**config.mk**
```make
export PLATFORM = sky130hd
export DESIGN_NAME = instr_classifier
export DESIGN_NICKNAME = d
export VERILOG_FILES = /design/src/hdl/classifier_pkg.sv /design/src/hdl/decode_if.sv /design/src/hdl/decode_merge.sv /design/src/hdl/instr_classifier.sv /design/src/hdl/rv32_decode.sv /design/src/hdl/rvc_decode.sv
export VERILOG_INCLUDE_DIRS = /design/src /design/src/hdl
export SDC_FILE = /design/constraint.sdc
export NUM_CORES = 1
export LEC_CHECK = 0
export ABC_CLOCK_PERIOD_IN_PS = 2250
export BUFFER_PORTS_ARGS = -buffer_cell sky130_fd_sc_hd__buf_2
export CORE_MARGIN = 4
export CORE_UTILIZATION = 54
export DETAILED_ROUTE_END_ITERATION = 16
export PLACE_DENSITY = 0.83
export SYNTH_ARGS = -nofsm -noshare
export SYNTH_HDL_FRONTEND = slang
export SYNTH_HIERARCHICAL = 1
export SYNTH_SLANG_ARGS = --single-unit
```
**constraint.sdc**
```tcl
create_clock -name s_clk_i -period 2.25 [get_ports s_clk_i]
set_input_delay 0.3375 -clock s_clk_i [delete_from_list [all_inputs] [get_ports s_clk_i]]
set_output_delay 0.3375 -clock s_clk_i [all_outputs]
set_load 0.01 [all_outputs]
```
**src/hdl/classifier_settings.svh**
```systemverilog
/*
 * Instruction classifier settings.
 * Word widths, register address width and RISC-V major opcodes.
 */
`ifndef CLASSIFIER_SETTINGS_SVH
`define CLASSIFIER_SETTINGS_SVH

`define CLS_ILEN        32
`define CLS_CLEN        16
`define CLS_RAW         5

// Major opcodes, bits [6:2] of a 32-bit word.
`define CLS_OPC_LOAD    5'b00000
`define CLS_OPC_STORE   5'b01000
`define CLS_OPC_BRANCH  5'b11000
`define CLS_OPC_JAL     5'b11011
`define CLS_OPC_JALR    5'b11001
`define CLS_OPC_OPIMM   5'b00100
`define CLS_OPC_OP      5'b01100
`define CLS_OPC_LUI     5'b01101
`define CLS_OPC_AUIPC   5'b00101
`define CLS_OPC_FENCE   5'b00011
`define CLS_OPC_SYSTEM  5'b11100
`define CLS_OPC_WIDE    2'b11       // Low bits of any 32-bit encoding.

`endif

```
**src/hdl/classifier_pkg.sv**
```systemverilog
/*
 * Instruction classifier package.
 * Instruction class encoding and the packed decode result types
 * shared by both decoders and the merge stage.
 */
`default_nettype none

package classifier_pkg;

`include "classifier_settings.svh"

    typedef enum logic [3:0] {
        BASE,
        MEXT,
        LOAD,
        STORE,
        BRANCH,
        JAL,
        JALR,
        CSR
    } itype_e;

    typedef struct packed {
        logic [`CLS_RAW-1:0] rs1;
        logic [`CLS_RAW-1:0] rs2;
        logic                rs1_used;
        logic                rs2_used;
    } source_t;

    typedef struct packed {
        logic [`CLS_RAW-1:0] rd;
        logic                rd_used;
    } dest_t;

    // One classified instruction, 23 bits.
    typedef struct packed {
        itype_e  itype;
        source_t src;
        dest_t   dst;
        logic    known;
    } decode_t;

endpackage

`default_nettype wire

```
**src/hdl/decode_if.sv**
```systemverilog
/*
 * Decoder result interface.
 * Carries one decoder's class, source and destination registers
 * and recognition flag to the merge stage.
 */
`timescale 1ns/1ps
`default_nettype none

interface decode_if import classifier_pkg::*; ();

    itype_e  itype;
    source_t src;
    dest_t   dst;
    logic    known;

    modport dec (
        output itype,
        output src,
        output dst,
        output known
    );

    modport mrg (
        input itype,
        input src,
        input dst,
        input known
    );

endinterface

`default_nettype wire

```
**src/hdl/decode_merge.sv**
```systemverilog
/*
 * Decode merge stage.
 * Picks the 32-bit or compressed decoder result by encoding width
 * and holds it in a one-stage output register with its valid.
 */
`timescale 1ns/1ps
`default_nettype none

module decode_merge import classifier_pkg::*; (
    input  logic    s_clk_i,
    input  logic    rst_i,
    input  logic    valid_i,
    input  logic    wide_i,
    decode_if.mrg   full,
    decode_if.mrg   comp,
    output logic    valid_o,
    output logic    compressed_o,
    output decode_t result_o
);

    decode_t full_res;
    decode_t comp_res;
    decode_t sel_res;

    assign full_res = {full.itype, full.src, full.dst, full.known};
    assign comp_res = {comp.itype, comp.src, comp.dst, comp.known};
    assign sel_res  = wide_i ? full_res : comp_res;

    always_ff @(posedge s_clk_i) begin
        if (rst_i) begin
            valid_o      <= 1'b0;
            compressed_o <= 1'b0;
            result_o     <= '0;
        end else begin
            valid_o <= valid_i;
            if (valid_i) begin  // Hold the last result through bubbles.
                compressed_o <= ~wide_i;
                result_o     <= sel_res;
            end
        end
    end

endmodule

`default_nettype wire

```
**src/hdl/instr_classifier.sv**
```systemverilog
/*
 * RISC-V instruction classifier.
 * Runs the 32-bit and compressed decoders side by side and registers
 * the selected result one cycle after the valid strobe.
 */
`timescale 1ns/1ps
`default_nettype none

`include "classifier_settings.svh"

module instr_classifier import classifier_pkg::*; (
    input  logic                s_clk_i,
    input  logic                rst_i,
    input  logic                valid_i,
    input  logic [`CLS_ILEN-1:0] instr_i,
    output logic                valid_o,
    output logic                compressed_o,
    output logic                known_o,
    output itype_e              itype_o,
    output logic [`CLS_RAW-1:0] rs1_o,
    output logic [`CLS_RAW-1:0] rs2_o,
    output logic [`CLS_RAW-1:0] rd_o,
    output logic                rs1_used_o,
    output logic                rs2_used_o,
    output logic                rd_used_o
);

    logic    wide;
    decode_t result;

    decode_if if32 ();
    decode_if if16 ();

    assign wide = (instr_i[1:0] == `CLS_OPC_WIDE);

    rv32_decode u_rv32 (
        .instr_i (instr_i),
        .out     (if32)
    );

    rvc_decode u_rvc (
        .instr_i (instr_i[`CLS_CLEN-1:0]),
        .out     (if16)
    );

    decode_merge u_merge (
        .s_clk_i      (s_clk_i),
        .rst_i        (rst_i),
        .valid_i      (valid_i),
        .wide_i       (wide),
        .full         (if32),
        .comp         (if16),
        .valid_o      (valid_o),
        .compressed_o (compressed_o),
        .result_o     (result)
    );

    assign itype_o    = result.itype;
    assign known_o    = result.known;
    assign rs1_o      = result.src.rs1;
    assign rs2_o      = result.src.rs2;
    assign rs1_used_o = result.src.rs1_used;
    assign rs2_used_o = result.src.rs2_used;
    assign rd_o       = result.dst.rd;
    assign rd_used_o  = result.dst.rd_used;

endmodule

`default_nettype wire

```
**src/hdl/rv32_decode.sv**
```systemverilog
/*
 * RV32 decoder.
 * Classifies a 32-bit encoding by major opcode and function fields,
 * reporting used source registers and the written destination.
 * Purely combinational.
 */
`timescale 1ns/1ps
`default_nettype none

`include "classifier_settings.svh"

module rv32_decode import classifier_pkg::*; (
    input  logic [`CLS_ILEN-1:0] instr_i,
    decode_if.dec                out
);

    logic [4:0]          opcode;
    logic [2:0]          funct3;
    logic [11:0]         imm12;
    logic [`CLS_RAW-1:0] rd;
    logic [`CLS_RAW-1:0] rs1;
    logic [`CLS_RAW-1:0] rs2;

    itype_e  itype;
    source_t src;
    dest_t   dst;
    logic    known;

    assign opcode = instr_i[6:2];
    assign funct3 = instr_i[14:12];
    assign imm12  = instr_i[31:20];
    assign rd     = instr_i[11:7];
    assign rs1    = instr_i[19:15];
    assign rs2    = instr_i[24:20];

    always_comb begin
        itype = BASE;
        src   = '0;
        dst   = '0;
        known = 1'b1;
        case (opcode)
            `CLS_OPC_LUI, `CLS_OPC_AUIPC: begin
                dst.rd      = rd;
                dst.rd_used = 1'b1;
            end
            `CLS_OPC_JAL: begin
                itype       = JAL;
                dst.rd      = rd;
                dst.rd_used = 1'b1;
            end
            `CLS_OPC_JALR: begin
                itype        = JALR;
                src.rs1      = rs1;
                src.rs1_used = 1'b1;
                dst.rd       = rd;
                dst.rd_used  = 1'b1;
                known        = (funct3 == 3'b000);
            end
            `CLS_OPC_BRANCH: begin
                itype        = BRANCH;
                src.rs1      = rs1;
                src.rs2      = rs2;
                src.rs1_used = 1'b1;
                src.rs2_used = 1'b1;
                known        = (funct3[2:1] != 2'b01);  // Funct3 2 and 3 are reserved.
            end
            `CLS_OPC_LOAD: begin
                itype        = LOAD;
                src.rs1      = rs1;
                src.rs1_used = 1'b1;
                dst.rd       = rd;
                dst.rd_used  = 1'b1;
                known        = funct3 inside {3'd0, 3'd1, 3'd2, 3'd4, 3'd5};
            end
            `CLS_OPC_STORE: begin
                itype        = STORE;
                src.rs1      = rs1;
                src.rs2      = rs2;
                src.rs1_used = 1'b1;
                src.rs2_used = 1'b1;
                known        = (funct3 < 3'd3);  // Sb, sh, sw.
            end
            `CLS_OPC_OPIMM: begin
                src.rs1      = rs1;
                src.rs1_used = 1'b1;
                dst.rd       = rd;
                dst.rd_used  = 1'b1;
            end
            `CLS_OPC_OP: begin
                itype        = instr_i[25] ? MEXT : BASE;  // Funct7 bit 0 selects mul/div.
                src.rs1      = rs1;
                src.rs2      = rs2;
                src.rs1_used = 1'b1;
                src.rs2_used = 1'b1;
                dst.rd       = rd;
                dst.rd_used  = 1'b1;
            end
            `CLS_OPC_FENCE: begin
                itype = CSR;
                known = (funct3[2:1] == 2'b00);  // Fence and fence.i.
            end
            `CLS_OPC_SYSTEM: begin
                itype = CSR;
                if (rd == '0 && rs1 == '0) begin
                    // Ecall, ebreak and mret.
                    known = (funct3 == 3'b000) &&
                            (imm12 inside {12'h000, 12'h001, 12'h302});
                end else begin
                    dst.rd       = rd;
                    dst.rd_used  = 1'b1;
                    src.rs1      = funct3[2] ? '0 : rs1;  // Immediate forms use no rs1.
                    src.rs1_used = ~funct3[2];
                    known        = (funct3[1:0] != 2'b00);
                end
            end
            default: begin
                known = 1'b0;
            end
        endcase
    end

    assign out.itype = itype;
    assign out.src   = src;
    assign out.dst   = dst;
    assign out.known = known;

endmodule

`default_nettype wire

```
**src/hdl/rvc_decode.sv**
```systemverilog
/*
 * RVC decoder.
 * Classifies a 16-bit compressed encoding by quadrant and funct3.
 * The 3-bit register fields map onto x8 to x15.
 */
`timescale 1ns/1ps
`default_nettype none

`include "classifier_settings.svh"

module rvc_decode import classifier_pkg::*; (
    input  logic [`CLS_CLEN-1:0] instr_i,
    decode_if.dec                out
);

    logic [1:0]          quad;
    logic [2:0]          funct3;
    logic [`CLS_RAW-1:0] r_hi;       // Full field [11:7].
    logic [`CLS_RAW-1:0] r_lo;       // Full field [6:2].
    logic [`CLS_RAW-1:0] rp_hi;      // Expanded field [9:7].
    logic [`CLS_RAW-1:0] rp_lo;      // Expanded field [4:2].
    logic                imm6_nz;

    itype_e  itype;
    source_t src;
    dest_t   dst;
    logic    known;

    assign quad    = instr_i[1:0];
    assign funct3  = instr_i[15:13];
    assign r_hi    = instr_i[11:7];
    assign r_lo    = instr_i[6:2];
    assign rp_hi   = {2'b01, instr_i[9:7]};
    assign rp_lo   = {2'b01, instr_i[4:2]};
    assign imm6_nz = |{instr_i[12], instr_i[6:2]};

    always_comb begin
        itype = BASE;
        src   = '0;
        dst   = '0;
        known = 1'b1;
        case ({quad, funct3})
            5'b00_000: begin  // Addi4spn.
                src   = '{rs1: 5'd2, rs2: '0, rs1_used: 1'b1, rs2_used: 1'b0};
                dst   = '{rd: rp_lo, rd_used: 1'b1};
                known = |instr_i[12:5];
            end
            5'b00_010: begin
                itype = LOAD;
                src   = '{rs1: rp_hi, rs2: '0, rs1_used: 1'b1, rs2_used: 1'b0};
                dst   = '{rd: rp_lo, rd_used: 1'b1};
            end
            5'b00_110: begin
                itype = STORE;
                src   = '{rs1: rp_hi, rs2: rp_lo, rs1_used: 1'b1, rs2_used: 1'b1};
            end
            5'b01_000: begin
                if (r_hi != '0) begin  // Otherwise c.nop.
                    src = '{rs1: r_hi, rs2: '0, rs1_used: 1'b1, rs2_used: 1'b0};
                    dst = '{rd: r_hi, rd_used: 1'b1};
                end
            end
            5'b01_001: begin
                itype = JAL;
                dst   = '{rd: 5'd1, rd_used: 1'b1};
            end
            5'b01_010: begin  // C.li.
                dst = '{rd: r_hi, rd_used: 1'b1};
            end
            5'b01_011: begin
                known = imm6_nz;
                if (imm6_nz && r_hi == 5'd2) begin  // C.addi16sp.
                    src = '{rs1: 5'd2, rs2: '0, rs1_used: 1'b1, rs2_used: 1'b0};
                    dst = '{rd: 5'd2, rd_used: 1'b1};
                end else if (imm6_nz) begin
                    dst = '{rd: r_hi, rd_used: 1'b1};
                end
            end
            5'b01_100: begin
                dst = '{rd: rp_hi, rd_used: 1'b1};
                if (instr_i[11:10] == 2'b11) begin  // Sub, xor, or, and.
                    src   = '{rs1: rp_hi, rs2: rp_lo, rs1_used: 1'b1, rs2_used: 1'b1};
                    known = ~instr_i[12];
                end else begin
                    src = '{rs1: rp_hi, rs2: '0, rs1_used: 1'b1, rs2_used: 1'b0};
                end
            end
            5'b01_101: begin  // C.j.
                itype = JAL;
            end
            5'b01_110, 5'b01_111: begin
                itype = BRANCH;
                src   = '{rs1: rp_hi, rs2: '0, rs1_used: 1'b1, rs2_used: 1'b0};
            end
            5'b10_000: begin
                src   = '{rs1: r_hi, rs2: '0, rs1_used: 1'b1, rs2_used: 1'b0};
                dst   = '{rd: r_hi, rd_used: 1'b1};
                known = ~instr_i[12];
            end
            5'b10_010: begin
                itype = LOAD;
                src   = '{rs1: 5'd2, rs2: '0, rs1_used: 1'b1, rs2_used: 1'b0};
                dst   = '{rd: r_hi, rd_used: 1'b1};
                known = (r_hi != '0);
            end
            5'b10_100: begin
                if (r_lo != '0) begin
                    // C.mv is add rd, x0, rs2.
                    src.rs1      = instr_i[12] ? r_hi : '0;
                    src.rs2      = r_lo;
                    src.rs1_used = 1'b1;
                    src.rs2_used = 1'b1;
                    dst          = '{rd: r_hi, rd_used: 1'b1};
                end else if (r_hi != '0) begin
                    itype = JALR;
                    src   = '{rs1: r_hi, rs2: '0, rs1_used: 1'b1, rs2_used: 1'b0};
                    dst   = instr_i[12] ? '{rd: 5'd1, rd_used: 1'b1} : '0;
                end else begin
                    itype = CSR;                // C.ebreak.
                    known = instr_i[12];
                end
            end
            5'b10_110: begin
                itype = STORE;
                src   = '{rs1: 5'd2, rs2: r_lo, rs1_used: 1'b1, rs2_used: 1'b1};
            end
            default: begin
                known = 1'b0;
            end
        endcase
    end

    assign out.itype = itype;
    assign out.src   = src;
    assign out.dst   = dst;
    assign out.known = known;

endmodule

`default_nettype wire
```
==> metrics.md <==
| Metric | Value |
|---|---|
| Power Dens Cells | `399 nW/um^2` |
| Largest family of logic cells by synthesized area | `simple AND/OR/NAND/NOR gates` |
| CP Capture Type | `register` |
| Worst Path Arrival | `2.10 ns` |
| Tot GR Track Use | `27.4%` |
| Clock buffer depth | `2` |
| Final period util | `88.4%` |
| Count leader, synth | `nor2_1` |
| Compound-Gate Fraction of Synth Area | `27.7%` |
| Main synth FF type | `dfxtp_1` |
| Fin Clk Skew | `0 ns` |
| Clock Latency Late Sink | `0.27 ns` |
| Placed Area | `2890 um^2` |
| Max Cap Violations | `0` |
| Core area | `4380 um^2` |
| Maximum vdd drop | `225 uV` |
| GPL Wtd Cong | `1.04` |
| ANT nets after route | `0` |
| Run status | `complete, no violations` |
| WL final | `7770 um` |
| Die H | `75.5 um` |
| Relative slew slack | `48.6%` |
| Total die area | `5700 um^2` |
| Tmin final | `1.99 ns` |
| Synth-to-layout area growth | `19.7%` |
| Area share of the largest cell type after synthesis | `20.4%` |
| Pre-CTS setup slack | `0.0304 ns` |
| Commonest cells in the netlist | `nor2_1, a211oi_1, dfxtp_1` |
| Nets | `438` |
| Initial antenna violation count | `0` |
| FF+latch count, synth | `25` |
| TNS Setup | `0 ns` |
| RSZ-0062 raised after global routing | `no` |
| Share of layout cells above drive strength 1 | `27.6%` |
| Ys async rst share | `0%` |
| Final Worst Setup Slack | `0.261 ns` |
| Ranking of synthesized cells by area | `dfxtp_1, mux2i_1, a211oi_1, nor2_1, a21oi_1` |
| H-tree levels | `1` |
| Final setup viols | `0` |
| Final HPWL DP | `5960 um` |
| Synth cell types | `65` |
| CP Launch Type | `input pin` |
| Largest net degree at the start of global routing | `50` |
| DRT iter0 DRCs | `336` |
| Clock sink count | `25` |
| Ys Warns | `6` |
| Endpoints failing hold | `0` |
| CP peak stage delay | `0.54 ns` |
| Starting Density | `56.1%` |
| Slowest cell on crit path | `or4_4` |
| Slew Limit Fails | `0` |
| Vias in the first global route | `2522` |
| CTS clock-pin slew for the worst setup and hold paths | `0.08 ns` |
| CP cell instances | `buf_2 -> or4_4 -> nand2b_4 -> o21a_2 -> nand3_1 -> o311ai_1 -> mux2i_1 -> a211oi_1` |
| Cts repair resizes | `0` |
| Port Buffer Count | `59` |
| Num ports | `60` |
| Worst Hold Slack | `0.489 ns` |
| TritonCTS clock tree | `done` |
| Post-DR wirelength/cell | `17.1 um` |
| Post-synthesis mux area share | `10.2%` |
| Die Wd | `75.5 um` |
| Via density | `6.22` |
| Simple-gate portion of the synthesized area | `32.6%` |
| Post-CTS Hold Buffers | `0` |
| GR Overflow Total | `0` |
| Leak Pwr | `0.00123 uW` |
| EDFF count, synth | `0` |
| Seq/Total Area, Yosys | `20.4%` |
| Area leader, netlist | `dfxtp_1` |
| Hold Crit Class | `register to register` |
| Maximum clock frequency | `503 MHz` |
| Worst path required time | `2.36 ns` |
| Synth Net Count | `372` |
| Maximum fanout along the worst path | `7` |
| Mapped Area | `2460 um^2` |
| Setup Buffers After CTS | `0` |
| Avg Cell Area, Syn | `7.30 um^2` |
| 1st-pass router iterations | `7` |
| Synth Area in Adders | `0%` |
| Worst slew pin tran | `0.771 ns` |
| CTS root buf | `clkbuf_8` |
| Residual DRC count | `0` |
| Antenna Cells | `0` |
| First-pass GRT wire length | `12100 um` |
| XOR/XNOR share of the synthesized area | `0.356%` |
| Kind of critical path | `input pin to register` |
| Fin area | `2940 um^2` |
| Num CTS Buffers | `3` |
| Post-Synthesis Cells | `337` |
| Num rows | `24` |
| Via Count | `2822` |
[per-layer routing]
metal	GRT usage, %	vias to the layer above	wire, um
met5	0	-	0
met4	7.18	0	169
met3	2.77	22	627
met2	46.3	136	3700
met1	37.1	1305	3280
li1	-	1359	-
[flip-flops by register name, summed over array words and instances (netlist names)]
signal                flops
u_merge/valid_o           1
u_merge/result_o         23
u_merge/compressed_o      1
[placed cells by master (no fill, tap or decap), types with 12 or more instances in the layout]
cell and count:
buf_2 59, nor2_1 50, buf_4 28, a211oi_1 26, dfxtp_1 25, mux2i_1 24
nand2_1 21, a21oi_1 19, nor2b_1 15, o21ai_0 15, and2_1 12
[worst max-delay path: cells and delay by family]
kind,cells,cell delay [ns]
AND/OR/NAND/NOR,3,0.92
multiplexers,1,0.22
AO/OA/AOI/OAI,3,0.52
buffers and inverters,1,0.10
[final timing paths]
path                                           start              endpoint  slack, ns  depth (start not counted)
worst max register to register   u_merge/result_o[0]   u_merge/result_o[0]       1.50                          2
worst max-delay path                      instr_i[6]   u_merge/result_o[8]       0.26                          8
worst min register to register  u_merge/result_o[20]  u_merge/result_o[20]       0.49                          2
worst min-delay path            u_merge/result_o[20]  u_merge/result_o[20]       0.49                          2
[cells by family (layout without fill, tap and decap cells)]
logic type	Yosys count	after routing
mux	25	25
buf+inv	37	102
other cells	2	2
simple gates	151	151
flops	25	25
compound gates	96	96
xor+xnor	1	1
[power by group]
group          leakage (uW)  total [uW]  internal (uW)  switching (uW)
Sequential         0.000207         484            470            13.7
Combinational       0.00101         424            177             248
Clock             0.0000217         266            125             141
[layout make-up]
type / count / area, um^2
Clock buffer: 3 / 41.3
Tap cell: 52 / 65.1
Sequential cell: 25 / 500
Fill cell: 397 / 1440
Timing Repair Buffer: 89 / 546
Inverter: 9 / 33.8
Multi-Input combinational cell: 275 / 1750
Clock inverter: 1 / 7.51
[through the flow]
stage / instances / power, uW / util [%]
after CTS: 454 / 1170 / 67.1
after floorplan: 337 / 753 / -
after global placement: 450 / 906 / 66.0
after global routing: 454 / 1240 / 67.1
final: 454 / 1170 / 67.1
after detailed placement: 450 / 909 / 66.0
(Power assumes the default switching activity.)
